`src/design/cpuPkg.sv`:
```
package cpuPkg;

	// machine sizes
	localparam int wordWidth = 32;
	localparam int regCount = 16;
	localparam int regSelWidth = 4; // width of Ra, Rb, Rc fields
	localparam int memWords = 512;
	localparam int memAddrWidth = 9;

	// instruction field positions
	localparam int opcodeMsb = 31;
	localparam int opcodeLsb = 27;
	localparam int raLsb = 23;
	localparam int rbLsb = 19;
	localparam int rcLsb = 15;
	localparam int constMsb = 18; // C sits in 18..0, sign extended
	localparam int condMsb = 20; // branch condition code
	localparam int condLsb = 19;
	localparam int linkRegister = 15; // return address for jal

	// opcodes in instruction set order, 0 to 27
	typedef enum logic [4:0] {
		opLd, opLdi, opSt, opAdd, opSub, opAnd, opOr, opShr, opShra, opShl,
		opRor, opRol, opAddi, opAndi, opOri, opMul, opDiv, opNeg, opNot, opBr,
		opJr, opJal, opIn, opOut, opMfhi, opMflo, opNop, opHalt
	} opcodeT;

	// steps of each class are contiguous so most steps fall through by +1
	typedef enum logic [7:0] {
		stReset,
		stFetch0, stFetch1, stFetch2, stFetch3,
		stLd0, stLd1, stLd2, stLd3, stLd4,
		stLdi0, stLdi1, stLdi2,
		stSt0, stSt1, stSt2, stSt3, stSt4,
		stAluReg0, stAluReg1, stAluReg2,
		stAluImm0, stAluImm1, stAluImm2,
		stMulDiv0, stMulDiv1, stMulDivWait, stMulDiv2, stMulDiv3,
		stUnary0, stUnary1,
		stBr0, stBr1, stBr2, stBr3,
		stJr, stJal0, stJal1, stIn, stOut, stMfhi, stMflo,
		stNop0, stNop1, stNop2, stNop3, stNop4,
		stHalt
	} stateT;

	// one driver on the bus at a time
	typedef enum logic [3:0] {
		srcNone, srcReg, srcPc, srcMdr, srcRzLo, srcRzHi, srcHi, srcLo, srcImm, srcInPort
	} busSourceT;

	typedef struct packed {
		busSourceT busSource;
		logic regA; // register select from Ra
		logic regB;
		logic regC;
		logic regIn;
		logic baseAddr; // R0 reads as zero
		logic pcIn;
		logic incPc;
		logic irIn;
		logic mdrIn;
		logic memRead; // MDR takes memory instead of bus
		logic marIn;
		logic ryIn;
		logic rzIn;
		logic hiIn;
		logic loIn;
		logic condIn;
		logic outPortIn;
		logic memWrite;
		opcodeT aluOp;
		logic aluStart;
	} controlWordT;

endpackage

```
`src/design/registerFile.sv`:
```
`timescale 1ns/1ps

module registerFile (
	input  logic clock,
	input  logic reset,
	input  cpuPkg::controlWordT control,
	input  logic [cpuPkg::wordWidth-1:0] ir,
	input  logic [cpuPkg::wordWidth-1:0] bus,
	output logic [cpuPkg::wordWidth-1:0] regOut
);

	logic [cpuPkg::wordWidth-1:0] regs [cpuPkg::regCount];
	logic [cpuPkg::regSelWidth-1:0] sel;
	logic isJal;

	assign isJal = (ir[cpuPkg::opcodeMsb:cpuPkg::opcodeLsb] == cpuPkg::opJal);

	always_comb begin
		if (isJal && control.regIn)
			sel = cpuPkg::linkRegister[cpuPkg::regSelWidth-1:0]; // link write
		else if (control.regA)
			sel = ir[cpuPkg::raLsb +: cpuPkg::regSelWidth];
		else if (control.regB)
			sel = ir[cpuPkg::rbLsb +: cpuPkg::regSelWidth];
		else if (control.regC)
			sel = ir[cpuPkg::rcLsb +: cpuPkg::regSelWidth];
		else
			sel = '0; // no select raised
	end

	always_ff @(posedge clock or posedge reset) begin
		if (reset) begin
			for (int i = 0; i < cpuPkg::regCount; i++)
				regs[i] <= '0;
		end else if (control.regIn) begin
			regs[sel] <= bus;
		end
	end

	// base addressing treats R0 as a zero base
	assign regOut = (control.baseAddr && sel == '0) ? '0 : regs[sel];

endmodule

```
`config.mk`:
```
export PLATFORM = sky130hd
export DESIGN_NAME = registerFile
export DESIGN_NICKNAME = d
export VERILOG_FILES = /design/src/design/cpuPkg.sv /design/src/design/registerFile.sv
export SDC_FILE = /design/constraint.sdc
export NUM_CORES = 1
export LEC_CHECK = 0
export BUFFER_PORTS_ARGS = -buffer_cell sky130_fd_sc_hd__buf_2
export CAP_MARGIN = 20
export CORE_MARGIN = 5
export CORE_UTILIZATION = 51
export DETAILED_ROUTE_END_ITERATION = 10
export GPL_TIMING_DRIVEN = 0
export PLACE_DENSITY_LB_ADDON = 0.15
export SYNTH_ARGS = -nofsm -noshare
export SYNTH_HDL_FRONTEND = slang
export SYNTH_SLANG_ARGS = --single-unit
```
`constraint.sdc`:
```
create_clock -name clock -period 19.6 [get_ports clock]
set_clock_uncertainty 0.15 [all_clocks]
set_input_delay 2.94 -clock clock [delete_from_list [all_inputs] [get_ports clock]]
set_output_delay 2.94 -clock clock [all_outputs]
set_load 0.03 [all_outputs]
```
==> results of run 1 <==
## per-layer routing
layer	routed length [um]	GRT usage
met1	29300	0.375
met2	33800	0.450
met3	5810	0.0705
met4	3420	0.123
met5	24	0
## cells in the final DEF, fill, tap and decap left out, types with 8 or more instances in the layout
cell type  netlist  routed
buf_2           54     140
a21oi_1         24      24
and4_1          15      15
nand3_1          8       8
a31oi_1         17      17
mux2_1          26      26
clkbuf_1        76      91
a221oi_1        33      33
nor2_1          57      57
nor2_2           8       8
buf_4           27      27
o2bb2ai_1       30      30
o2111ai_1       15      15
nand2_1        128     128
dfrtp_1        512     512
a32oi_1         15      15
a221o_1         17      17
mux2_2         534     534
a222oi_1        17      17
a211oi_1        15      15
o22ai_1         18      18
o21ai_0         48      48
o32ai_1         16      16
mux2i_1         33      33
clkbuf_16        0      55
clkbuf_8         0      18
## Yosys cell counts (24+ instances only)
cell       instances  area [sq um]
a21oi_1           24           120
nor2_1            57           214
dfrtp_1          512         12800
mux2i_1           33           330
buf_4             27           203
nand2_1          128           480
mux2_1            26           293
buf_2             54           270
mux2_2           534          6010
o21ai_0           48           240
clkbuf_1          76           285
a221oi_1          33           289
o2bb2ai_1         30           263
## power by group
group	switching, mW	total, mW	leakage (nW)	internal [mW]
combinational	0.374	0.774	4.29	0.400
clock	0.426	1.06	0.898	0.633
sequential	0.180	1.59	6.27	1.41
total	0.980	3.43	11.5	2.45
## area by class of cell
| class | count | area (sq um) | share of cell area |
|---|---|---|---|
| sequential | 512 | 12800 | 0.482 |
| multi-input combinational | 1114 | 9870 | 0.371 |
| clock buffer | 88 | 1680 | 0.0632 |
| buffer | 159 | 766 | 0.0288 |
| tap | 600 | 751 | 0.0282 |
| timing repair buffer | 90 | 541 | 0.0203 |
| clock inverter | 8 | 144 | 0.00541 |
| inverter | 5 | 26.3 | 0.000988 |
| antenna | 1 | 2.50 | 0.0000941 |
## worst paths after layout
kind                                            start                     to
worst min-delay path            regs[193]$_DFFE_PP0P_  regs[193]$_DFFE_PP0P_
max in group asynchronous                       reset  regs[344]$_DFFE_PP0P_
min in group asynchronous                       reset  regs[151]$_DFFE_PP0P_
worst min register to register  regs[193]$_DFFE_PP0P_  regs[193]$_DFFE_PP0P_
worst max-delay path                      control[22]             regOut[24]
worst max register to register  regs[298]$_DFFE_PP0P_  regs[298]$_DFFE_PP0P_
## cell families (layout without fill, tap and decap cells)
logic type,count (synthesis),in the layout
DFF,512,512
muxes,593,593
AOI/OAI and AO/OA,279,279
buffers and inverters,164,350
other,0,1
and+or+nand+nor,242,242
## critical path, delay by kind of cell
kind / cells / cell delay [ns]
AO/OA/AOI/OAI: 4 / 1.28
buffers and inverters: 4 / 1.27
AND/OR/NAND/NOR: 2 / 0.93
==> impl_metrics.env, run 1 <==
export IMPL_status="finished, final reports clean"
export IMPL_tightest_slew_ns=1.20
export IMPL_grt_pass1_wl_um=107000
export IMPL_rows=78
export IMPL_drive_gt1_frac=0.406
export IMPL_reg2reg_setup_slack_ns=18.63
export IMPL_setup_tns_ns=0
export IMPL_setup_violations=0
export IMPL_place_congestion=0.904
export IMPL_layout_setup_ws_ns=10.09
export IMPL_synth_ff_type="dfrtp_1"
export IMPL_synth_edf_count=0
export IMPL_top_register="regs"
export IMPL_finalPower_mw=3.43
export IMPL_dr_pass1_iters=7
export IMPL_hold_class="reg2reg"
export IMPL_hold_buffers=0
export IMPL_htreeDepth=2
export IMPL_wirelength_um=72300
export IMPL_drv_slew=0
export IMPL_path_class="in2out"
export IMPL_cts_tree="built"
export IMPL_syn_inst=1790
export IMPL_synth_top_family_by_area="multiplexers"
export IMPL_drt_initial_drc_count=1490
export IMPL_ys_ff_latch=512
export IMPL_synth_xor_area_share=0
export IMPL_powerDensity_nw_per_um2=129
export IMPL_port_buffers=85
export IMPL_syn_area_sq_um=23500
export IMPL_top_regs="regs x512"
export IMPL_grt_usage=0.284
export IMPL_timing_slew_headroom=0.197
export IMPL_fin_cells=2577
export IMPL_holdWs_ns=0.333
export IMPL_syn_num_nets=1884
export IMPL_critPathMostFrequentCell="buf_2"
export IMPL_async_flop_share=1.00
export IMPL_die_w_um=225
export IMPL_ys_types=53
export IMPL_dpl_instance_area_sq_um=24800
export IMPL_fmax_mhz=105
export IMPL_fill_cells=3765
export IMPL_clk_latency_ns=0.61
export IMPL_route_detailed_drc=0
export IMPL_post_cts_resized=0
export IMPL_cts_root_buffer="clkbuf_16"
export IMPL_post_place_ws_ns=10.20
export IMPL_hold_viol=0
export IMPL_yosys_warnings=0
export IMPL_min_period_ns=9.51
export IMPL_worstPathArrival_ns=6.42
export IMPL_core_area_sq_um=45500
export IMPL_max_cap_viol_count=0
export IMPL_cpMaxStageDelayCell="nor2_1"
export IMPL_cp_end_kind="primary output"
export IMPL_vias_per_cell=6.28
export IMPL_post_cts_buffers=0
export IMPL_grt_ovfl_total=0
export IMPL_syn_area_per_cell_sq_um=13.1
export IMPL_antenna_left=0
export IMPL_synth_adder_area_share=0
export IMPL_rsz0062_at_grt="false"
export IMPL_min_path_cells=1
export IMPL_start_kind="primary input"
export IMPL_die_area_sq_um=50400
export IMPL_p_leak_nw=11.5
export IMPL_synth_compound_area_share=0.0899
export IMPL_stdcell_area_sq_um=26600
export IMPL_fin_nets=2029
export IMPL_synthMuxAreaShare=0.283
export IMPL_synth_simple_area_share=0.0479
export IMPL_antenna_found_initial=2
export IMPL_required_ns=16.51
export IMPL_peakVddDrop_uv=73.7
export IMPL_numCtsBuffers=53
export IMPL_wl_per_cell_um=28.1
export IMPL_clk_pin_slew_ns=0.06
export IMPL_largest_reg_flops=512
export IMPL_max_stage_delay_ns=0.68
export IMPL_dp_hpwl_um=49800
export IMPL_crit_chain="buf_2, nand3b_1, a21o_1, buf_2, nor2_1, clkbuf_1, a221o_1, o2bb2ai_1, a211oi_1, buf_2"
export IMPL_r2r_cells=1
export IMPL_clock_sinks=512
export IMPL_post_route_period_util=0.485
export IMPL_postLayoutCoreUtil=0.585
export IMPL_area_delta_synth_final_pct=13.3
export IMPL_die_h_um=225
export IMPL_cts_buffer_depth=3
export IMPL_ios=126
export IMPL_grt_max_degree=134
export IMPL_dp_cells=2479
export IMPL_grt_pass1_vias=16500
export IMPL_start_util=0.516
export IMPL_cp_max_fo=10
export IMPL_yosysSeqAreaShare=0.546
export IMPL_via_count=16200
Note: power is estimated with default switching activity, not from simulation.
==> run 2, diff against run 1 <==
Clock period 19.6 ns to 9.5 ns, I/O delays scaled along.
==> impl_metrics.env, run 2 (same netlist as run 1, synthesis figures left out) <==
export IMPL_status="finished, final reports clean"
export IMPL_cpMaxStageDelayCell="nor2_1"
export IMPL_grt_pass1_wl_um=109000
export IMPL_grt_max_degree=44
export IMPL_crit_chain="buf_2, nand3b_1, a21o_1, buf_2, nor2_1, clkbuf_1, a221o_1, o2bb2ai_1, a211oi_1, buf_2"
export IMPL_clk_pin_slew_ns=0.06
export IMPL_post_route_period_util=0.676
export IMPL_antenna_found_initial=3
export IMPL_die_h_um=225
export IMPL_setup_violations=0
export IMPL_powerDensity_nw_per_um2=262
export IMPL_port_buffers=85
export IMPL_final_common_cell="mux2_2"
export IMPL_die_w_um=225
export IMPL_min_period_ns=6.42
export IMPL_place_congestion=0.920
export IMPL_rows=78
export IMPL_cts_tree="built"
export IMPL_start_util=0.516
export IMPL_peakVddDrop_uv=179
export IMPL_core_area_sq_um=45500
export IMPL_path_delay_family="buffers and inverters"
export IMPL_top_register="regs"
export IMPL_wirelength_um=72400
export IMPL_htreeDepth=2
export IMPL_cts_buffer_depth=3
export IMPL_tightest_slew_ns=1.13
export IMPL_cp_buffers_inverters=4
export IMPL_r2r_cells=1
export IMPL_drive_gt1_frac=0.411
export IMPL_hold_buffers=0
export IMPL_finalPower_mw=6.98
export IMPL_clock_sinks=512
export IMPL_hold_viol=0
export IMPL_dp_hpwl_um=50800
export IMPL_drv_slew=0
export IMPL_start_kind="primary input"
export IMPL_fmax_mhz=156
export IMPL_die_area_sq_um=50400
export IMPL_critPathMostFrequentCell="buf_2"
export IMPL_numCtsBuffers=54
export IMPL_post_cts_buffers=0
export IMPL_post_cts_resized=0
export IMPL_postLayoutCoreUtil=0.586
export IMPL_max_cap_viol_count=0
export IMPL_vias_per_cell=6.29
export IMPL_cp_depth=10
export IMPL_antenna_left=0
export IMPL_worstPathArrival_ns=4.84
export IMPL_path_class="in2out"
export IMPL_clk_latency_ns=0.60
export IMPL_largest_reg_flops=512
export IMPL_cts_root_buffer="clkbuf_16"
export IMPL_hold_class="reg2reg"
export IMPL_max_stage_delay_ns=0.72
export IMPL_route_detailed_drc=0
export IMPL_via_count=16300
export IMPL_cp_end_kind="primary output"
export IMPL_rsz0062_at_grt="false"
export IMPL_grt_ovfl_total=0
export IMPL_wl_per_cell_um=28.0
export IMPL_timing_slew_headroom=0.245
export IMPL_grt_usage=0.288
export IMPL_fin_nets=2039
export IMPL_grt_pass1_vias=17000
export IMPL_reg2reg_setup_slack_ns=8.52
export IMPL_min_path_cells=1
export IMPL_area_delta_synth_final_pct=13.6
export IMPL_final_cell_mix="mux2_2, dfrtp_1, buf_2, nand2_1, clkbuf_1"
export IMPL_drt_initial_drc_count=1489
export IMPL_top_regs="regs x512"
export IMPL_ios=126
export IMPL_required_ns=7.93
export IMPL_antenna_cells=0
export IMPL_dr_pass1_iters=5
export IMPL_cp_max_fo=10
export IMPL_p_leak_nw=11.5
==> run 2: metrics by stage <==
stage	hold WS, ns	instance area [sq um]	cells	setup WS (ns)	setup TNS, ns
floorplan	0.302	23500	1790	0.973	0
global placement	0.314	24600	2475	-1.83	-912.18
detailed placement	0.326	24900	2488	3.16	0
CTS	0.339	26700	2586	3.14	0
global route	0.348	26700	2587	3.01	0
finish	0.339	26700	2587	3.08	0
==> run 2: power breakdown <==
| group | switching (mW) | leakage (nW) | internal (mW) | total [mW] |
|---|---|---|---|---|
| Combinational | 0.776 | 4.35 | 0.832 | 1.61 |
| Sequential | 0.366 | 6.27 | 2.92 | 3.28 |
| Clock | 0.877 | 0.874 | 1.21 | 2.09 |
==> run 2: final cells by class <==
cell class                      count  area [sq um]
Buffer                            159           766
Clock buffer                       84          1650
Clock inverter                     14           103
Fill cell                        3738         18800
Inverter                            5          22.5
Multi-Input combinational cell   1114          9870
Sequential cell                   512         12800
Tap cell                          600           751
Timing Repair Buffer               99           691
==> run 2: final timing paths <==
path	endpoint	from
setup reg to reg	regs[298]$_DFFE_PP0P_	regs[298]$_DFFE_PP0P_
setup / recovery	regOut[24]	control[22]
min in group asynchronous	regs[215]$_DFFE_PP0P_	reset
hold / removal	regs[192]$_DFFE_PP0P_	regs[192]$_DFFE_PP0P_
hold reg to reg	regs[192]$_DFFE_PP0P_	regs[192]$_DFFE_PP0P_
max in group asynchronous	regs[38]$_DFFE_PP0P_	reset
==> run 2: layer usage <==
layer | wire length [um] | track usage | share of wire
met5 | 48 | 0 | 0.00066
met4 | 4280 | 0.151 | 0.059
met3 | 5490 | 0.0581 | 0.076
met2 | 33100 | 0.448 | 0.46
met1 | 29500 | 0.385 | 0.41
