<file path="config.mk">
export PLATFORM = sky130hd
export DESIGN_NAME = busDatapath
export DESIGN_NICKNAME = d
export VERILOG_FILES = /design/src/design/cpuPkg.sv /design/src/design/busDatapath.sv
export SDC_FILE = /design/constraint.sdc
export NUM_CORES = 1
export LEC_CHECK = 0
export ABC_AREA = 1
export ABC_CLOCK_PERIOD_IN_PS = 3600
export BUFFER_PORTS_ARGS = -buffer_cell sky130_fd_sc_hd__buf_2
export CAP_MARGIN = 15
export CORE_MARGIN = 3
export CORE_UTILIZATION = 37
export CTS_CLUSTER_DIAMETER = 50
export DETAILED_ROUTE_END_ITERATION = 10
export PLACE_DENSITY_LB_ADDON = 0.15
export SLEW_MARGIN = 20
export SYNTH_ARGS = -nofsm -noshare
export SYNTH_HDL_FRONTEND = slang
export SYNTH_SLANG_ARGS = --single-unit
</file>
<file path="constraint.sdc">
create_clock -name clock -period 3.6 [get_ports clock]
set_clock_uncertainty 0.1 [all_clocks]
set_input_delay 0.72 -clock clock [delete_from_list [all_inputs] [get_ports clock]]
set_output_delay 0.72 -clock clock [all_outputs]
set_load 0.02 [all_outputs]
</file>
<file path="src/design/cpuPkg.sv">
package cpuPkg;

	// machine sizes
	localparam int wordWidth = 32;
	localparam int regCount = 16;
	localparam int regSelWidth = 4; // width of Ra, Rb, Rc fields
	localparam int memWords = 512;
	localparam int memAddrWidth = 9;

	// instruction field positions
	localparam int opcodeMsb = 31;
	localparam int opcodeLsb = 27;
	localparam int raLsb = 23;
	localparam int rbLsb = 19;
	localparam int rcLsb = 15;
	localparam int constMsb = 18; // C sits in 18..0, sign extended
	localparam int condMsb = 20; // branch condition code
	localparam int condLsb = 19;
	localparam int linkRegister = 15; // return address for jal

	// opcodes in instruction set order, 0 to 27
	typedef enum logic [4:0] {
		opLd, opLdi, opSt, opAdd, opSub, opAnd, opOr, opShr, opShra, opShl,
		opRor, opRol, opAddi, opAndi, opOri, opMul, opDiv, opNeg, opNot, opBr,
		opJr, opJal, opIn, opOut, opMfhi, opMflo, opNop, opHalt
	} opcodeT;

	// steps of each class are contiguous so most steps fall through by +1
	typedef enum logic [7:0] {
		stReset,
		stFetch0, stFetch1, stFetch2, stFetch3,
		stLd0, stLd1, stLd2, stLd3, stLd4,
		stLdi0, stLdi1, stLdi2,
		stSt0, stSt1, stSt2, stSt3, stSt4,
		stAluReg0, stAluReg1, stAluReg2,
		stAluImm0, stAluImm1, stAluImm2,
		stMulDiv0, stMulDiv1, stMulDivWait, stMulDiv2, stMulDiv3,
		stUnary0, stUnary1,
		stBr0, stBr1, stBr2, stBr3,
		stJr, stJal0, stJal1, stIn, stOut, stMfhi, stMflo,
		stNop0, stNop1, stNop2, stNop3, stNop4,
		stHalt
	} stateT;

	// one driver on the bus at a time
	typedef enum logic [3:0] {
		srcNone, srcReg, srcPc, srcMdr, srcRzLo, srcRzHi, srcHi, srcLo, srcImm, srcInPort
	} busSourceT;

	typedef struct packed {
		busSourceT busSource;
		logic regA; // register select from Ra
		logic regB;
		logic regC;
		logic regIn;
		logic baseAddr; // R0 reads as zero
		logic pcIn;
		logic incPc;
		logic irIn;
		logic mdrIn;
		logic memRead; // MDR takes memory instead of bus
		logic marIn;
		logic ryIn;
		logic rzIn;
		logic hiIn;
		logic loIn;
		logic condIn;
		logic outPortIn;
		logic memWrite;
		opcodeT aluOp;
		logic aluStart;
	} controlWordT;

endpackage

</file>
<file path="src/design/busDatapath.sv">
`timescale 1ns/1ps

module busDatapath (
	input  logic clock,
	input  logic reset,
	input  cpuPkg::controlWordT control,
	input  logic [cpuPkg::wordWidth-1:0] regOut,
	input  logic [2*cpuPkg::wordWidth-1:0] aluResult,
	input  logic [cpuPkg::wordWidth-1:0] memData,
	input  logic [cpuPkg::wordWidth-1:0] inPort,
	output logic [cpuPkg::wordWidth-1:0] bus,
	output logic [cpuPkg::wordWidth-1:0] ir,
	output logic [cpuPkg::wordWidth-1:0] ry,
	output logic [cpuPkg::memAddrWidth-1:0] mar,
	output logic [cpuPkg::wordWidth-1:0] mdr,
	output logic branchTaken,
	output logic [cpuPkg::wordWidth-1:0] outPort,
	output logic outStrobe
);

	logic [cpuPkg::wordWidth-1:0] pc;
	logic [2*cpuPkg::wordWidth-1:0] rz; // full 64-bit ALU result
	logic [cpuPkg::wordWidth-1:0] hi;
	logic [cpuPkg::wordWidth-1:0] lo;
	logic [cpuPkg::wordWidth-1:0] inReg; // input port register
	logic [cpuPkg::wordWidth-1:0] immediate;
	logic condMet;

	assign immediate = {{(cpuPkg::wordWidth - cpuPkg::constMsb - 1){ir[cpuPkg::constMsb]}},
		ir[cpuPkg::constMsb:0]};

	always_comb begin
		case (control.busSource)
			cpuPkg::srcReg: bus = regOut;
			cpuPkg::srcPc: bus = pc;
			cpuPkg::srcMdr: bus = mdr;
			cpuPkg::srcRzLo: bus = rz[cpuPkg::wordWidth-1:0];
			cpuPkg::srcRzHi: bus = rz[2*cpuPkg::wordWidth-1:cpuPkg::wordWidth];
			cpuPkg::srcHi: bus = hi;
			cpuPkg::srcLo: bus = lo;
			cpuPkg::srcImm: bus = immediate;
			cpuPkg::srcInPort: bus = inReg;
			default: bus = '0; // nothing selected
		endcase
	end

	// condition tested on Ra while it sits on the bus
	always_comb begin
		case (ir[cpuPkg::condMsb:cpuPkg::condLsb])
			2'd0: condMet = (bus == '0);
			2'd1: condMet = (bus != '0);
			2'd2: condMet = !bus[cpuPkg::wordWidth-1] && (bus != '0);
			default: condMet = bus[cpuPkg::wordWidth-1];
		endcase
	end

	always_ff @(posedge clock or posedge reset) begin
		if (reset) begin
			pc <= '0;
			ir <= '0;
			branchTaken <= 1'b0;
			outPort <= '0;
			outStrobe <= 1'b0;
		end else begin
			if (control.pcIn)
				pc <= bus;
			else if (control.incPc)
				pc <= pc + 1'b1; // word addressed
			if (control.irIn)
				ir <= bus;
			if (control.condIn)
				branchTaken <= condMet;
			if (control.outPortIn)
				outPort <= bus;
			outStrobe <= control.outPortIn; // valid with the new outPort value
		end
	end

	always_ff @(posedge clock) begin
		inReg <= inPort;
		if (control.marIn)
			mar <= bus[cpuPkg::memAddrWidth-1:0];
		if (control.mdrIn)
			mdr <= control.memRead ? memData : bus;
		if (control.ryIn)
			ry <= bus;
		if (control.rzIn)
			rz <= aluResult;
		if (control.hiIn)
			hi <= bus;
		if (control.loIn)
			lo <= bus;
	end

	// MAR and PC share fetch0 timing, never loaded together
	assert property (@(posedge clock) disable iff (reset) !(control.marIn && control.pcIn));

endmodule

</file>
==> results.json, run 1 <==
{
  "fin_ws_ns": 0.3204,
  "path_max_fanout": 14,
  "vias_per_cell": 5.150,
  "clkPwrFrac_pct": 40.5,
  "synthMuxAreaShare_pct": 0,
  "final_max_slew_viol_count": 0,
  "yosys.area_share.adder_pct": 0.08630,
  "cts_buffers": 44,
  "drv_cap": 0,
  "grt_pass1_vias": 12483,
  "final_cells": 2448,
  "cts_tree": "yes",
  "antenna_found_initial": 9,
  "min_path_type": "in2async",
  "synth-xor-area-share_pct": 0.9062,
  "multi_input_area_sq_um": 4592,
  "drc": 0,
  "syn_area_sq_um": 14500,
  "postRouteWirelength_um": 54970,
  "grt_max_degree": 70,
  "p_seq_share_pct": 43.9,
  "worst-r2r-setup-slack_ns": 0.77,
  "fp.coreArea_sq_um": 38110,
  "hold_violations": 0,
  "synthSimpleGateAreaFrac_pct": 24.12,
  "dp_hpwl_um": 40310,
  "die_area_sq_um": 41590,
  "post-cts-setup-buffers": 0,
  "syn-num-nets": 1708,
  "clockRootBuffer": "clkbuf_16",
  "grt_pass1_wl_um": 80330,
  "cts.reportedPaths.clkPinSlew_ns": 0.06,
  "portBuffers": 348,
  "synth_ff_type": "edfxtp_1",
  "p_leak_nw": 8.858,
  "synth_cell_type_count": 40,
  "vias": 12607,
  "area_growth_pct": 28.52,
  "hold_buffers": 0,
  "slew_headroom_pct": 37.49,
  "dp.cells": 2362,
  "postSynthAreaPerCell_sq_um": 9.557,
  "placed_area_sq_um": 17150,
  "setup_viol": 0,
  "tns_ns": 0,
  "p_per_area_nw_per_um2": 575.2,
  "clock.fmax_mhz": 304.9,
  "fillers": 3666,
  "clk_latency_ns": 0.57,
  "drive_gt1_share_pct": 27.52,
  "synth_compound_area_share_pct": 6.317,
  "crit_type": "in2out",
  "fin_crit_sh_pct": 91.10,
  "fin_nets": 2088,
  "synth_seq_cells": 331,
  "die_h_um": 203.9,
  "yosysSeqAreaShare_pct": 62.97,
  "start_kind": "primary input",
  "die_w_um": 203.9,
  "grt_usage_pct": 26.33,
  "synth_enable_flop_cells": 201,
  "startpoint": "control[25]",
  "share_comb_of_total_power_pct": 15.7,
  "fp-row-count": 71,
  "worst_pin_slew_ns": 0.9376,
  "initialDrtViolationCount": 976,
  "synth_top_family_by_area": "simple AND/OR/NAND/NOR gates",
  "rsz0062_at_grt": "no",
  "worstPathArrival_ns": 2.46,
  "timing.rr.start": "pc[0]",
  "avgRoutedWirePerCell_um": 22.45,
  "switching_share_pct": 29.31,
  "clk_path_buf_depth": 3,
  "mostFrequentLayoutCells": "347 x buf_2, 280 x nand2_1, 249 x nand3_1",
  "p_int_mw": 7.577,
  "overflow": 0,
  "place.gp.congestion": 0.9321,
  "firstDrtPassIters": 6,
  "design_area_sq_um": 18630,
  "ctsResizeCount": 0,
  "layout_commonest_cell": "buf_2",
  "htree_levels": 2,
  "dp_slack_ns": 0.2974,
  "ff_latch_area_sq_um": 9129,
  "start_util_pct": 38.04,
  "async_reset_ff_share_pct": 29.61,
  "cp_data_required_time_ns": 2.78,
  "setup.worst_path.end_class": "output pin",
  "numClockSinks": 331,
  "vdd_drop_max_mv": 0.4263,
  "drt.antenna.violating_nets": 0,
  "ys_warn_count": 0,
  "io_pins": 361,
  "finish.utilization_pct": 48.89,
  "syn_inst": 1517,
  "finalCriticalPeriod_ns": 3.280,
  "status": "finished, final reports clean",
  "netSwitchingPower_mw": 3.141
}
[final cells by class]
| class | count | area share, % |
|---|---|---|
| clock inverter | 25 | 1.195 |
| clock buffer | 57 | 6.675 |
| timing repair buffer | 417 | 12.68 |
| inverter | 115 | 2.330 |
| antenna | 4 | 0.05372 |
| sequential | 331 | 48.99 |
| multi-input combinational | 988 | 24.64 |
| tap | 511 | 3.431 |
[flip-flops by register name, indices dropped and copies added (netlist names), 9 cells and up]
register	cells
hi	32
ir	32
pc	32
outPort	32
mdr	32
rz	64
lo	32
inReg	32
ry	32
mar	9
[path summary, 6_finish.rpt]
| check | endpoint | depth (start not counted) |
|---|---|---|
| min in group clock | inReg[15] | 1 |
| worst min register to register | branchTaken | 2 |
| worst max-delay path | bus[30] | 10 |
| worst max register to register | pc[18] | 12 |
| max in group asynchronous | pc[25] | 3 |
| worst min-delay path | ir[11] | 2 |
[cells by family after synthesis]
group,count (synthesis)
and+or+nand+nor,802
DFF,331
buffers and inverters,198
AOI/OAI and AO/OA,170
xor gates and xnor gates,15
adders and majority gates,1
[worst max-delay path, cell delays in order]
cell and delay (ns):
buf_2 0.14, nor2_4 0.21, buf_4 0.24, nand3_2 0.37
nand2_1 0.18, nor2_1 0.05, nand2_1 0.15, nor2_2 0.06
inv_1 0.13, buf_2 0.19
[per-stage QoR]
step                total power [mW]  hold slack (ns)
floorplan                      5.547           0.4230
global placement               6.437           0.3641
detailed placement             6.454           0.3771
CTS                            10.83           0.1125
global route                   11.16           0.1246
finish                         10.72           0.1327
[power by group through the flow]
stage	clock [mW]	sequential, mW	combinational, mW
6_report	4.34	4.70	1.68
5_1_grt	4.60	4.74	1.82
4_1_cts	4.44	4.70	1.69
3_5_place_dp	0	4.77	1.69
3_3_place_gp	0	4.76	1.67
2_1_floorplan	0	4.90	0.644
[synthesized netlist by cell type, types with 2 or more instances]
cell type | number | area (sq um)
a21oi_1 | 86 | 430.4
buf_2 | 22 | 110.1
nor3_1 | 6 | 30.03
o21ai_0 | 56 | 280.3
dfxtp_1 | 32 | 640.6
clkbuf_1 | 51 | 191.4
dfrtp_1 | 98 | 2452
inv_2 | 5 | 18.77
o211ai_1 | 6 | 45.04
inv_1 | 110 | 412.9
o22ai_1 | 3 | 18.77
buf_1 | 3 | 11.26
nand3_2 | 2 | 20.02
nor2_2 | 28 | 175.2
xnor2_1 | 3 | 26.28
nor4_1 | 5 | 31.28
xor2_1 | 12 | 105.1
nand3_1 | 249 | 1246
nor2_1 | 212 | 795.8
nor3_2 | 3 | 30.03
o221ai_1 | 5 | 43.79
edfxtp_1 | 201 | 6036
nand2_1 | 280 | 1051
buf_4 | 3 | 22.52
buf_6 | 4 | 45.04
a22oi_1 | 3 | 22.52
nand4_1 | 13 | 81.33
o21ai_1 | 4 | 20.02
[layer usage]
| metal | track usage, % | vias up | wire length [um] |
|---|---|---|---|
| li1 | - | 5899 | - |
| met1 | 33.67 | 6028 | 21890 |
| met2 | 42.03 | 548 | 25300 |
| met5 | 0 | - | 42 |
| met3 | 7.167 | 126 | 5287 |
| met4 | 11.80 | 6 | 2439 |
No activity file was read; power rests on OpenSTA's default activity.
==> run 2: changes to the inputs <==
CAP_MARGIN = unset   (was 15)
GPL_TIMING_DRIVEN = 0   (was unset)
==> run 2 against run 1 <==
Effect of this change:
- global-route usage grew 1.9 points
- die area is the same
- critical path depth shrank 1
- final cell count grew 0.37%
- combinational power is essentially flat
- via count grew 2.9%
- utilization shrank 0.19 points
- critical path type unchanged
- critical endpoint is now bus[31]
- largest power group unchanged
==> results.json, run 2 (synthesized netlist as in run 1, its figures left out) <==
{
  "status": "finished, final reports clean",
  "rsz0062_at_grt": "no",
  "dp.cells": 2374,
  "slowest_stage": "clkbuf_1",
  "drive_gt1_share_pct": 26.08,
  "p_leak_nw": 8.785,
  "path_cells": "buf_2, inv_2, nor2_4, clkbuf_1, nand3_1, nand2_1, nor2_2, inv_1, buf_2",
  "wl_met3_um": 5392,
  "slew_headroom_pct": 36.15,
  "die_w_um": 203.9,
  "fp-row-count": 71,
  "finalCriticalPeriod_ns": 3.558,
  "finish.utilization_pct": 48.70,
  "overflow": 0,
  "fin_ws_ns": 0.04162,
  "vdd_drop_max_mv": 0.3106,
  "drv_cap": 0,
  "cts_buffers": 43,
  "portBuffers": 345,
  "grt_pass1_vias": 12652,
  "place.gp.congestion": 0.9377,
  "critPathTopFamily": "buffers and inverters",
  "final_cells": 2457,
  "worst_pin_slew_ns": 0.9542,
  "crit_type": "in2out",
  "fin_nets": 2102,
  "clockRootBuffer": "clkbuf_16",
  "cp_num_buf_inv": 5,
  "cp_data_required_time_ns": 2.78,
  "io_pins": 361,
  "layout_commonest_cell": "buf_2",
  "initialDrtViolationCount": 1098,
  "fillers": 3699,
  "htree_levels": 2,
  "fin_crit_sh_pct": 98.84,
  "routed.top_layer": "met5",
  "start_util_pct": 38.04,
  "clk_path_buf_depth": 3,
  "min_path_type": "in2async",
  "grt_pass1_wl_um": 85320,
  "cts_tree": "yes",
  "final_max_slew_viol_count": 0,
  "setup_viol": 0,
  "dp_slack_ns": -0.4994,
  "die_h_um": 203.9,
  "avgRoutedWirePerCell_um": 24.33,
  "design_area_sq_um": 18560,
  "firstDrtPassIters": 5,
  "p_per_area_nw_per_um2": 586.4,
  "area_growth_pct": 28.03,
  "vias_per_cell": 5.279,
  "die_area_sq_um": 41590,
  "drt.antenna.violating_nets": 0,
  "cts.reportedPaths.clkPinSlew_ns": 0.06,
  "largest_reg_flops": 64,
  "drc": 0,
  "start_kind": "primary input",
  "numClockSinks": 331,
  "fp.coreArea_sq_um": 38110,
  "met2_length_um": 27370,
  "slowest_delay_ns": 0.47,
  "setup.worst_path.end_class": "output pin",
  "grt_usage_pct": 28.27,
  "vias": 12971,
  "antenna_found_initial": 5,
  "grt_max_degree": 65,
  "mostFrequentLayoutCells": "365 x buf_2, 280 x nand2_1, 249 x nand3_1",
  "hold_buffers": 0,
  "path_max_fanout": 10,
  "dp_hpwl_um": 44960,
  "largest-register": "rz",
  "wl_met1_um": 24700,
  "worstPathArrival_ns": 2.74,
  "postRouteWirelength_um": 59780,
  "cp_common_cell": "buf_2",
  "clock.fmax_mhz": 281.0,
  "hold_violations": 0,
  "placed_area_sq_um": 16900,
  "clk_latency_ns": 0.56
}
==> run 2: final cells by class <==
cell class	count	area [sq um]	area share (%)
antenna	2	5.005	0.02696
inverter	115	436.7	2.353
clock inverter	24	336.6	1.813
timing repair buffer	349	1779	9.585
tap	511	639.4	3.445
sequential	331	9129	49.18
multi-input combinational	988	4697	25.30
buffer	83	391.6	2.110
clock buffer	54	1147	6.181
==> run 2: worst paths after layout <==
| path | start | end | cells after the start | slack (ns) |
|---|---|---|---|---|
| max | control[25] | bus[31] | 9 | 0.04 |
| min | reset | ir[31] | 2 | 0.09 |
| max reg2reg | pc[0] | pc[22] | 13 | 0.71 |
| min reg2reg | branchTaken | branchTaken | 2 | 0.41 |
| max in group asynchronous | reset | pc[16] | 3 | 2.63 |
| min in group clock | inPort[0] | inReg[0] | 1 | 0.16 |
==> run 2: stage by stage <==
step / total power, mW / TNS (ns) / hold WS [ns]
final: 10.89 / 0 / 0.08982
after global routing: 11.27 / 0 / 0.1095
after CTS: 10.93 / 0 / 0.08867
after detailed placement: 6.408 / -4.813 / 0.3915
after global placement: 6.386 / -139.57 / 0.3756
after floorplan: 5.547 / 0 / 0.4230
==> run 2: report_power, final <==
group / total (mW) / switching [mW] / internal, mW / leakage, nW
Combinational: 1.68 / 1.23 / 0.453 / 4.59
Sequential: 4.71 / 0.246 / 4.46 / 3.48
Clock: 4.50 / 1.71 / 2.79 / 0.722
Total: 10.9 / 3.19 / 7.70 / 8.79
==> run 2: layer usage <==
metal  GRT usage (%)  vias to the layer above
li1                -                     5920
met1           37.60                     6290
met2           43.80                      654
met3           7.151                      105
met4           12.83                        2
met5               0                        -
==> run 2: repair_timing <==
action                     CTS  global route
gates resized for setup     26            23
setup endpoints to repair   29            17
pin swaps                    0             2
buffers inserted             0             3
