### config.mk
export PLATFORM = sky130hd
export DESIGN_NAME = aluUnit
export DESIGN_NICKNAME = d
export VERILOG_FILES = /design/src/design/cpuPkg.sv /design/src/design/aluUnit.sv
export SDC_FILE = /design/constraint.sdc
export NUM_CORES = 1
export LEC_CHECK = 0
export BUFFER_PORTS_ARGS = -buffer_cell sky130_fd_sc_hd__buf_2
export CAP_MARGIN = 5
export CELL_PAD_IN_SITES_DETAIL_PLACEMENT = 1
export CELL_PAD_IN_SITES_GLOBAL_PLACEMENT = 2
export CORE_MARGIN = 2
export CORE_UTILIZATION = 39
export DETAILED_ROUTE_END_ITERATION = 10
export GPL_TIMING_DRIVEN = 1
export HOLD_SLACK_MARGIN = 0.15
export PLACE_DENSITY = 0.95
export SYNTH_ARGS = -nofsm -noshare
export SYNTH_HDL_FRONTEND = slang
export SYNTH_SLANG_ARGS = --single-unit
### constraint.sdc
create_clock -name clock -period 17 [get_ports clock]
set_input_delay 2.55 -clock clock [delete_from_list [all_inputs] [get_ports clock]]
set_output_delay 2.55 -clock clock [all_outputs]
set_load 0.02 [all_outputs]
### src/design/cpuPkg.sv
package cpuPkg;

	// machine sizes
	localparam int wordWidth = 32;
	localparam int regCount = 16;
	localparam int regSelWidth = 4; // width of Ra, Rb, Rc fields
	localparam int memWords = 512;
	localparam int memAddrWidth = 9;

	// instruction field positions
	localparam int opcodeMsb = 31;
	localparam int opcodeLsb = 27;
	localparam int raLsb = 23;
	localparam int rbLsb = 19;
	localparam int rcLsb = 15;
	localparam int constMsb = 18; // C sits in 18..0, sign extended
	localparam int condMsb = 20; // branch condition code
	localparam int condLsb = 19;
	localparam int linkRegister = 15; // return address for jal

	// opcodes in instruction set order, 0 to 27
	typedef enum logic [4:0] {
		opLd, opLdi, opSt, opAdd, opSub, opAnd, opOr, opShr, opShra, opShl,
		opRor, opRol, opAddi, opAndi, opOri, opMul, opDiv, opNeg, opNot, opBr,
		opJr, opJal, opIn, opOut, opMfhi, opMflo, opNop, opHalt
	} opcodeT;

	// steps of each class are contiguous so most steps fall through by +1
	typedef enum logic [7:0] {
		stReset,
		stFetch0, stFetch1, stFetch2, stFetch3,
		stLd0, stLd1, stLd2, stLd3, stLd4,
		stLdi0, stLdi1, stLdi2,
		stSt0, stSt1, stSt2, stSt3, stSt4,
		stAluReg0, stAluReg1, stAluReg2,
		stAluImm0, stAluImm1, stAluImm2,
		stMulDiv0, stMulDiv1, stMulDivWait, stMulDiv2, stMulDiv3,
		stUnary0, stUnary1,
		stBr0, stBr1, stBr2, stBr3,
		stJr, stJal0, stJal1, stIn, stOut, stMfhi, stMflo,
		stNop0, stNop1, stNop2, stNop3, stNop4,
		stHalt
	} stateT;

	// one driver on the bus at a time
	typedef enum logic [3:0] {
		srcNone, srcReg, srcPc, srcMdr, srcRzLo, srcRzHi, srcHi, srcLo, srcImm, srcInPort
	} busSourceT;

	typedef struct packed {
		busSourceT busSource;
		logic regA; // register select from Ra
		logic regB;
		logic regC;
		logic regIn;
		logic baseAddr; // R0 reads as zero
		logic pcIn;
		logic incPc;
		logic irIn;
		logic mdrIn;
		logic memRead; // MDR takes memory instead of bus
		logic marIn;
		logic ryIn;
		logic rzIn;
		logic hiIn;
		logic loIn;
		logic condIn;
		logic outPortIn;
		logic memWrite;
		opcodeT aluOp;
		logic aluStart;
	} controlWordT;

endpackage

### src/design/aluUnit.sv
`timescale 1ns/1ps

module aluUnit (
	input  logic clock,
	input  logic reset,
	input  cpuPkg::controlWordT control,
	input  logic [cpuPkg::wordWidth-1:0] ry,
	input  logic [cpuPkg::wordWidth-1:0] bus,
	output logic [2*cpuPkg::wordWidth-1:0] aluResult,
	output logic aluDone
);

	logic [cpuPkg::wordWidth-1:0] accHi; // product high or remainder
	logic [cpuPkg::wordWidth-1:0] accLo; // product low or quotient
	logic [cpuPkg::wordWidth-1:0] operand; // magnitude of multiplicand or divisor
	logic [cpuPkg::wordWidth-1:0] magA;
	logic [cpuPkg::wordWidth-1:0] magB;
	logic [cpuPkg::wordWidth-1:0] single;
	logic [cpuPkg::wordWidth:0] mulSum;
	logic [cpuPkg::wordWidth:0] remShift;
	logic [cpuPkg::wordWidth:0] divDiff;
	logic [2*cpuPkg::wordWidth-1:0] mulDivResult;
	logic [5:0] stepCount;
	logic [5:0] rotBack;
	logic [4:0] shiftAmount;
	logic negHi;
	logic negLo;
	logic isDiv;
	logic isMulDiv;

	assign isDiv = (control.aluOp == cpuPkg::opDiv);
	assign isMulDiv = isDiv || (control.aluOp == cpuPkg::opMul);
	assign shiftAmount = bus[4:0];
	assign rotBack = 6'd32 - {1'b0, shiftAmount}; // 32 shifts out fully, so ror 0 is safe
	assign magA = ry[cpuPkg::wordWidth-1] ? -ry : ry;
	assign magB = bus[cpuPkg::wordWidth-1] ? -bus : bus;

	assign mulSum = {1'b0, accHi} + (accLo[0] ? {1'b0, operand} : '0);
	assign remShift = {accHi, accLo[cpuPkg::wordWidth-1]};
	assign divDiff = remShift - {1'b0, operand};

	always_ff @(posedge clock or posedge reset) begin
		if (reset)
			stepCount <= '0;
		else if (control.aluStart && isMulDiv)
			stepCount <= 6'd32;
		else if (stepCount != '0)
			stepCount <= stepCount - 6'd1;
	end

	assign aluDone = (stepCount == '0);

	// unsigned magnitudes, sign restored at the output
	always_ff @(posedge clock) begin
		if (control.aluStart && isMulDiv) begin
			accHi <= '0;
			accLo <= magA;
			operand <= magB;
			negHi <= ry[cpuPkg::wordWidth-1]; // remainder takes dividend sign
			negLo <= (ry[cpuPkg::wordWidth-1] ^ bus[cpuPkg::wordWidth-1]) && (bus != '0);
		end else if (stepCount != '0) begin
			if (!isDiv) begin
				accHi <= mulSum[cpuPkg::wordWidth:1]; // shift-add, one bit per cycle
				accLo <= {mulSum[0], accLo[cpuPkg::wordWidth-1:1]};
			end else if (!divDiff[cpuPkg::wordWidth]) begin
				accHi <= divDiff[cpuPkg::wordWidth-1:0]; // trial fits, keep it
				accLo <= {accLo[cpuPkg::wordWidth-2:0], 1'b1};
			end else begin
				accHi <= remShift[cpuPkg::wordWidth-1:0]; // restore
				accLo <= {accLo[cpuPkg::wordWidth-2:0], 1'b0};
			end
		end
	end

	// divide by zero ends with all ones and the dividend magnitude, negLo kept low
	assign mulDivResult = isDiv ? {negHi ? -accHi : accHi, negLo ? -accLo : accLo}
		: (negLo ? -{accHi, accLo} : {accHi, accLo});

	always_comb begin
		case (control.aluOp)
			cpuPkg::opAdd, cpuPkg::opAddi: single = ry + bus;
			cpuPkg::opSub: single = ry - bus;
			cpuPkg::opAnd, cpuPkg::opAndi: single = ry & bus;
			cpuPkg::opOr, cpuPkg::opOri: single = ry | bus;
			cpuPkg::opShr: single = ry >> shiftAmount;
			cpuPkg::opShra: single = $signed(ry) >>> shiftAmount;
			cpuPkg::opShl: single = ry << shiftAmount;
			cpuPkg::opRor: single = (ry >> shiftAmount) | (ry << rotBack);
			cpuPkg::opRol: single = (ry << shiftAmount) | (ry >> rotBack);
			cpuPkg::opNeg: single = -bus;
			cpuPkg::opNot: single = ~bus;
			default: single = '0;
		endcase
	end

	assign aluResult = isMulDiv ? mulDivResult : {{cpuPkg::wordWidth{1'b0}}, single};

endmodule

==> results of run 1 <==
[logic make-up (layout without fill, tap and decap cells)]
family	after synthesis	count (layout)	synth area share (%)
flops	104	104	12.3
mux	220	220	14.7
other cells	0	5	0
xor+xnor	247	247	9.60
simple gates	1194	1194	23.9
compound gates	958	958	27.1
fa+ha+maj	108	108	6.07
buf+inv	376	312	6.36
[sequential cells by signal, summed over array words and instances, names as in the netlist]
signal and flops:
negLo 1, stepCount 6, accLo 32, accHi 32, operand 32, negHi 1
[worst min path at each step]
stage / from / endpoint / slack (ps) / depth (start not counted)
2_1_floorplan: stepCount[5]$_DFFE_PP0P_ / stepCount[5]$_DFFE_PP0P_ / 490 / 1
3_5_place_dp: stepCount[5]$_DFFE_PP0P_ / stepCount[5]$_DFFE_PP0P_ / 540 / 1
3_3_place_gp: stepCount[5]$_DFFE_PP0P_ / stepCount[5]$_DFFE_PP0P_ / 500 / 1
6_report: stepCount[5]$_DFFE_PP0P_ / stepCount[5]$_DFFE_PP0P_ / 560 / 1
5_1_grt: stepCount[5]$_DFFE_PP0P_ / stepCount[5]$_DFFE_PP0P_ / 600 / 1
4_1_cts: stepCount[5]$_DFFE_PP0P_ / stepCount[5]$_DFFE_PP0P_ / 560 / 1
[layer usage]
layer / vias up / track usage [%] / wire length, um
li1: 11662 / - / -
met1: 13499 / 53.1 / 49600
met2: 1809 / 66.5 / 57400
met3: 512 / 5.47 / 12300
met4: 2 / 31.7 / 11500
met5: - / 0 / 16
[metrics by stage]
stage	worst slack, ps	power (W)	std cells	hold WS [ps]
after floorplan	5970	0.00186	3207	491
after global placement	5500	0.00244	3891	502
after detailed placement	5410	0.00251	3891	540
after CTS	5390	0.00273	3907	559
after global routing	5210	0.00296	3909	595
final	5180	0.00280	3913	562
[worst reg2reg max path, cell delays in order (launching register included)]
cell                       delay, ps
sky130_fd_sc_hd__edfxtp_1        530
sky130_fd_sc_hd__inv_1           870
sky130_fd_sc_hd__nor2_1          240
sky130_fd_sc_hd__ha_1            530
sky130_fd_sc_hd__and3_1          290
sky130_fd_sc_hd__nand4_1         110
sky130_fd_sc_hd__nor4_1          750
sky130_fd_sc_hd__nor2_1          260
sky130_fd_sc_hd__nor3_1          460
sky130_fd_sc_hd__o211ai_1        170
sky130_fd_sc_hd__a21o_1          200
sky130_fd_sc_hd__a31o_2          220
sky130_fd_sc_hd__nor2_1           70
[power by group]
part	total (W)	switching, W	internal (W)	leakage (nW)
clock	0.000212	0.000111	0.000101	0.136
combinational	0.00199	0.00125	0.000734	8.47
sequential	0.000597	0.000211	0.000386	0.984
[final cells by class]
cell class,count,area [um^2],area share (%)
repair buffers,216,1310,5.43
flip-flops and latches,104,2770,11.5
inverters,80,300,1.24
clock buffers,9,225,0.933
well taps,765,957,3.96
diodes,5,12.5,0.0518
multi-input cells,2727,18500,76.7
clock inverters,7,53.8,0.223
[layout by cell type, fill, tap and decap left out, types with 22 or more instances in the layout]
master	netlist	final
sky130_fd_sc_hd__ha_1	105	104
sky130_fd_sc_hd__mux4_2	87	87
sky130_fd_sc_hd__nand4_1	25	25
sky130_fd_sc_hd__xnor2_1	156	153
sky130_fd_sc_hd__nand2b_1	29	29
sky130_fd_sc_hd__a22oi_1	27	27
sky130_fd_sc_hd__o22ai_1	34	34
sky130_fd_sc_hd__nor4_1	25	25
sky130_fd_sc_hd__inv_1	78	76
sky130_fd_sc_hd__nor3_1	93	92
sky130_fd_sc_hd__a21oi_1	251	250
sky130_fd_sc_hd__a211oi_1	48	48
sky130_fd_sc_hd__o31ai_1	36	36
sky130_fd_sc_hd__xor2_1	90	89
sky130_fd_sc_hd__o211ai_1	39	39
sky130_fd_sc_hd__a31oi_1	46	46
sky130_fd_sc_hd__buf_2	15	134
sky130_fd_sc_hd__dfxtp_1	32	32
sky130_fd_sc_hd__o21ai_0	226	225
sky130_fd_sc_hd__mux2i_1	114	114
sky130_fd_sc_hd__a21o_1	43	43
sky130_fd_sc_hd__or3_1	53	53
sky130_fd_sc_hd__nand3_1	60	60
sky130_fd_sc_hd__nand2_1	365	363
sky130_fd_sc_hd__nor2_1	427	427
sky130_fd_sc_hd__o21a_1	23	22
sky130_fd_sc_hd__buf_4	0	79
sky130_fd_sc_hd__edfxtp_1	66	66
sky130_fd_sc_hd__o221ai_1	29	29
==> impl_metrics.tcl, run 1 <==
set metrics [dict create \
    run_status "finished with violations" \
    violated_checks "capacitance limit, slew limit" \
    cells_on_worst_reg2reg_path 12 \
    holdBufCountCts 0 \
    worst_setup_path_end_kind "output port" \
    synth-async-reset-ratio_pct 5.77 \
    place.detailed.hpwl_mm 96.8 \
    average_wire_per_cell_in_the_routed_design_um 33.4 \
    worstSetupPathType "in2out" \
    initial_core_util_pct 39.4 \
    design.final.nets 3340 \
    die_width_um 245 \
    initial_drc_count 3309 \
    final_design_area_no_fill_mm2 0.0242 \
    worst-path-max-fanout 32 \
    r2r-start "accLo[0]$_DFFE_PP_" \
    floorplan.die.height_um 245 \
    layout.core_utilization_pct 42.0 \
    grt_overflow 0 \
    synth_top_cells_by_area "sky130_fd_sc_hd__edfxtp_1 (8.8%), sky130_fd_sc_hd__mux4_2 (8.7%), sky130_fd_sc_hd__nor2_1 (7.1%)" \
    detailroute.via_count 27484 \
    yosys.cell_count.top_type "sky130_fd_sc_hd__nor2_1" \
    cts_root_buffer "sky130_fd_sc_hd__clkbuf_16" \
    place.gp.congestion 1.05 \
    core.rowCount 88 \
    antenna_left 0 \
    crit-reg2reg-capture "accHi[28]$_SDFFE_PP0N_" \
    clock_insertion_delay_worst_skew_ps 380 \
    numPortBuffers 136 \
    synthDistinctLibCells 83 \
    hold_viol 0 \
    synth.cell_area_mm2 0.0226 \
    maxSlewHeadroom_pct -0.189 \
    area_growth_pct 6.76 \
    final_layout_size_suffix_gt1_share_pct 12.4 \
    levels_on_crit_path 18 \
    global_route.usage.total_pct 42.3 \
    first_pass_grt_wire_length_mm 188 \
    cts.path.max_buffers 2 \
    synth_nets 3409 \
    clock_tree.htree_level_count 3 \
    critical_path.max_stage_delay_ps 1020 \
    crit_chain "buf_4 > inv_1 > buf_4 > ha_4 > or4b_1 > or4b_2 > nor3_1 > nor2_1 > xnor2_1 > ha_1 > a21o_1 > a21oi_1 > nor3_1 > nor4_1 > o221ai_1 > a2111oi_0 > o21ai_0 > buf_2" \
    synth_common_cells "sky130_fd_sc_hd__nor2_1 (427), sky130_fd_sc_hd__nand2_1 (365), sky130_fd_sc_hd__a21oi_1 (251), sky130_fd_sc_hd__clkbuf_1 (229), sky130_fd_sc_hd__o21ai_0 (226)" \
    clock_sinks 104 \
    ratio_of_routed_vias_to_standard_cells 7.02 \
    worst-slew-pin-transition_ps 1490 \
    pre_repair_dr_iteration_count 7 \
    crit_arrival_ps 9270 \
    io_pins 159 \
    setup_total_negative_slack_ps 0 \
    vdd.ir_drop.worst_uv 66.9 \
    fill_cells 7337 \
    max_freq_mhz 84.6 \
    numCtsBuffers 9 \
    timing.max_cap.violations 1 \
    power_density_mw_per_mm2 116 \
    first_global_vias 26835 \
    setup_viol_count_final 0 \
    grt_start_max_net_pins 110 \
    post-synth-top-area-cell "sky130_fd_sc_hd__edfxtp_1" \
    number_of_gates_resized_after_cts 0 \
    path_clk_slew_ps 80 \
    synth-seq-cells 104 \
    period_share_pct 69.6 \
    dpl_cell_area_mm2 0.0239 \
    timing.critical_path.from_type "primary input" \
    post-synth-top-area-fraction_pct 8.76 \
    antenna_violations_before_repair 6 \
    detail_route.wirelength_mm 131 \
    critPathSlowestCell "sky130_fd_sc_hd__a2111oi_0" \
    dominantRegCellSynth "sky130_fd_sc_hd__edfxtp_1" \
    synthesized_instance_count 3207 \
    largest_delay_contributor_family_on_the_critical_path "simple AND/OR/NAND/NOR gates" \
    min-delay-path-class "reg2reg" \
    fp.dieArea_mm2 0.0599 \
    number_of_enable_type_register_cells_in_the_synthesized_netlist 66 \
    seq_area_frac_synth_pct 12.3 \
    drc 0 \
    setup.worst_path.end "aluResult[16]" \
    final_max_slew_viol_count 1 \
    core_region_area_mm2 0.0575 \
    required_time_reported_for_the_critical_path_endpoint_ps 14450 \
    tritoncts "built" \
    ys_warn_count 0 \
    rsz0062_at_grt "no" \
    clock-skew-final_ps 14.1 \
    crit_buf_inv 4 \
    post_cts_buffers 0 \
    worst-r2r-setup-slack_ps 12250 \
    total_leakage_power_nw 9.59 \
    avgSynthCellArea_um2 7.05 \
    post-route-min-period_ps 11820 \
    crit_path_start "bus[0]" \
]
No activity file was read; power rests on OpenSTA's default activity.
==> inputs of run 2 (changes only) <==
ABC_AREA = 1   (was not set)
CORE_UTILIZATION = 32   (was 39)
PLACE_DENSITY = 0.93   (was 0.95)
clock period = 12.05 ns   (was 17 ns; I/O delays follow)
==> impl_metrics.tcl, run 2 <==
set metrics [dict create \
    run_status "finished, final reports clean" \
    antenna_left 0 \
    path_clk_slew_ps 100 \
    core.rowCount 105 \
    place.detailed.hpwl_mm 128 \
    total_leakage_power_nw 14.7 \
    compound_gate_fraction_of_synth_area_pct 13.8 \
    max_freq_mhz 120 \
    final_common_cell "sky130_fd_sc_hd__nand2_1" \
    finalWorstSetupSlack_ps 3710 \
    critical_path.max_stage_delay_ps 710 \
    muxShareOfSynthArea_pct 0 \
    average_wire_per_cell_in_the_routed_design_um 25.6 \
    core_region_area_mm2 0.0822 \
    clock_sinks 104 \
    cts.path.max_buffers 2 \
    post-synth-top-area-fraction_pct 25.0 \
    crit-reg2reg-capture "accHi[16]$_SDFFE_PP0N_" \
    min_to "stepCount[5]$_DFFE_PP0P_" \
    worst-path-max-fanout 58 \
    final_max_slew_viol_count 0 \
    required_time_reported_for_the_critical_path_endpoint_ps 10240 \
    io_pins 159 \
    design.final.nets 5366 \
    fill_cells 11785 \
    die_width_um 292 \
    fp.dieArea_mm2 0.0855 \
    setup_total_negative_slack_ps 0 \
    hold_viol 0 \
    place.gp.congestion 1.07 \
    mostFrequentLayoutCells "sky130_fd_sc_hd__nand2_1 (1772), sky130_fd_sc_hd__nand3_1 (892), sky130_fd_sc_hd__inv_1 (564)" \
    timing.critical_path.mode_cell "sky130_fd_sc_hd__nand2_1" \
    clock-skew-final_ps 23.5 \
    timing.critical_path.from_type "primary input" \
    synthSimpleGateAreaFrac_pct 55.4 \
    grt_overflow 0 \
    clock_tree.htree_level_count 3 \
    rsz0062_at_grt "no" \
    timing.max_cap.violations 0 \
    final_layout_size_suffix_gt1_share_pct 7.14 \
    worst-r2r-setup-slack_ps 7700 \
    setup_viol_count_final 0 \
    holdBufCountCts 0 \
    antenna_violations_before_repair 15 \
    synth_common_cells "sky130_fd_sc_hd__nand2_1 (1775), sky130_fd_sc_hd__nand3_1 (892), sky130_fd_sc_hd__inv_1 (566), sky130_fd_sc_hd__nor2_1 (483), sky130_fd_sc_hd__o21ai_0 (289)" \
    global_route.usage.total_pct 36.4 \
    synthAdderAreaFrac_pct 5.16 \
    yosys.cell_count.top_type "sky130_fd_sc_hd__nand2_1" \
    synth_nets 5398 \
    synth_top_cells_by_area "sky130_fd_sc_hd__nand2_1 (25%), sky130_fd_sc_hd__nand3_1 (17%), sky130_fd_sc_hd__inv_1 (8.0%)" \
    first_pass_grt_wire_length_mm 232 \
    critPathSlowestCell "sky130_fd_sc_hd__nor2_1" \
    crit_arrival_ps 6530 \
    synthDistinctLibCells 53 \
    synthesized_instance_count 5196 \
    initial_core_util_pct 32.3 \
    worstHoldPathCells 1 \
    ratio_of_routed_vias_to_standard_cells 5.88 \
    min-delay-path-class "reg2reg" \
    report.power.total_w 0.00461 \
    min-delay-start "stepCount[5]$_DFFE_PP0P_" \
    dominantRegCellSynth "sky130_fd_sc_hd__edfxtp_1" \
    detail_route.wirelength_mm 160 \
    period_share_pct 69.2 \
    floorplan.die.height_um 292 \
    first_global_vias 35151 \
    synth_top_family_by_area "simple AND/OR/NAND/NOR gates" \
    grt_start_max_net_pins 76 \
    dp_slack_ps 3990 \
    crit_buf_inv 5 \
    numPortBuffers 136 \
    crit_chain "buf_2 > nor2_1 > nand2_1 > nor2_1 > inv_1 > buf_4 > o21ai_0 > inv_1 > ha_1 > a21oi_1 > o21ai_0 > nand2_1 > nand2_1 > nand2_1 > nand2_1 > nand3_1 > nand2_1 > o21ai_0 > nand3_1 > buf_2" \
    drc 0 \
    seq_area_frac_synth_pct 10.4 \
    worst_setup_path_end_kind "output port" \
    cts_root_buffer "sky130_fd_sc_hd__clkbuf_16" \
    tritoncts "built" \
    detailroute.via_count 36718 \
    layout_top_registers "accHi: 32 flops, accLo: 32 flops, operand: 32 flops" \
    worst-slew-pin-transition_ps 935 \
    pre_repair_dr_iteration_count 6 \
    clock_insertion_delay_worst_skew_ps 420 \
    ys_warn_count 0 \
    post-synth-top-area-cell "sky130_fd_sc_hd__nand2_1" \
    post_cts_buffers 0 \
    synth.cell_area_mm2 0.0266 \
    synthXorXnorAreaFrac_pct 2.50 \
    synth-async-reset-ratio_pct 5.77 \
    number_of_enable_type_register_cells_in_the_synthesized_netlist 66 \
    largest_delay_contributor_family_on_the_critical_path "simple AND/OR/NAND/NOR gates" \
    r2r-start "accHi[0]$_SDFFE_PP0N_" \
    maxSlewHeadroom_pct 37.6 \
    synth-seq-cells 104 \
    initial_drc_count 3630 \
    vdd.ir_drop.worst_uv 96.2 \
    numCtsBuffers 9 \
    avgSynthCellArea_um2 5.12 \
    worstSetupPathType "in2out" \
    cells_on_worst_reg2reg_path 16 \
    number_of_gates_resized_after_cts 0 \
    area_growth_pct 6.19 \
    power_density_mw_per_mm2 163 \
    post-route-min-period_ps 8340 \
]
## run 2: changes by cell type in the layout (fill, tap and decap cells not counted), sizes merged, moves of 41 or more
cell    delta
xnor2    -140
o21ai     +98
nand4     +54
mux4      -87
mux2i    -114
nor3      -47
nand3    +863
nor2      +70
a21o      -41
a31oi     -42
or3       -53
nand2   +1441
a211oi    -48
inv      +519
## run 2: logic make-up (layout without fill, tap and decap cells)
logic type	Yosys count	count (layout)
AOI/OAI and AO/OA	662	662
xor gates and xnor gates	76	76
adders and majority gates	108	108
buffers and inverters	834	807
DFF	104	104
other	0	6
and+or+nand+nor	3412	3412
## run 2: report_power, final
group | switching (W) | total [W] | internal, W
clock network | 0.000177 | 0.000343 | 0.000166
registers | 0.000282 | 0.000818 | 0.000536
logic | 0.00241 | 0.00345 | 0.00104
total | 0.00287 | 0.00461 | 0.00174
## run 2: how the worst max path moves through the flow
| stage | depth (start not counted) | start | to | slack, ps |
|---|---|---|---|---|
| 3_3_place_gp | 23 | bus[4] | aluResult[19] | 4000 |
| 2_1_floorplan | 19 | bus[1] | aluResult[16] | 5120 |
| 6_report | 20 | control[2] | aluResult[19] | 3710 |
| 4_1_cts | 20 | control[2] | aluResult[19] | 3970 |
| 5_1_grt | 20 | control[2] | aluResult[19] | 3560 |
| 3_5_place_dp | 20 | control[2] | aluResult[19] | 3990 |
## run 2: routing by layer
layer  GRT usage [%]  part of all wire [%]  routed length [um]  vias up
li1                -                     -                   -    16911
met1            44.8                    39               62300    17506
met2            58.0                    44               69900     1812
met5               0                 0.026                  41        -
met4            27.7                   9.0               14400        6
met3            4.72                   8.3               13300      483
## run 2: worst register-to-register path, delay by kind of cell (launching register included)
family | cells | cell delay (ps)
simple gates | 11 | 1800
buf+inv | 3 | 1100
flops | 1 | 620
fa+ha+maj | 1 | 620
compound gates | 1 | 140
## run 2: through the flow
step | std cells | instance area [um^2] | hold WS (ps) | util [%]
floorplan | 5196 | 26600 | 452 | -
global placement | 6223 | 27900 | 472 | 34.0
detailed placement | 6223 | 27900 | 487 | 34.0
CTS | 6239 | 28200 | 504 | 34.3
global route | 6239 | 28200 | 518 | 34.3
finish | 6245 | 28300 | 505 | 34.4
## run 2: final cells by class
| type | instances | area, um^2 | share of cell area (%) |
|---|---|---|---|
| diodes | 6 | 15.0 | 0.0531 |
| clock buffers | 9 | 225 | 0.797 |
| clock inverters | 7 | 87.6 | 0.310 |
| inverters | 602 | 2260 | 8.00 |
| multi-input cells | 4258 | 20500 | 72.5 |
| flip-flops and latches | 104 | 2770 | 9.81 |
| well taps | 1070 | 1340 | 4.74 |
| repair buffers | 189 | 1080 | 3.82 |
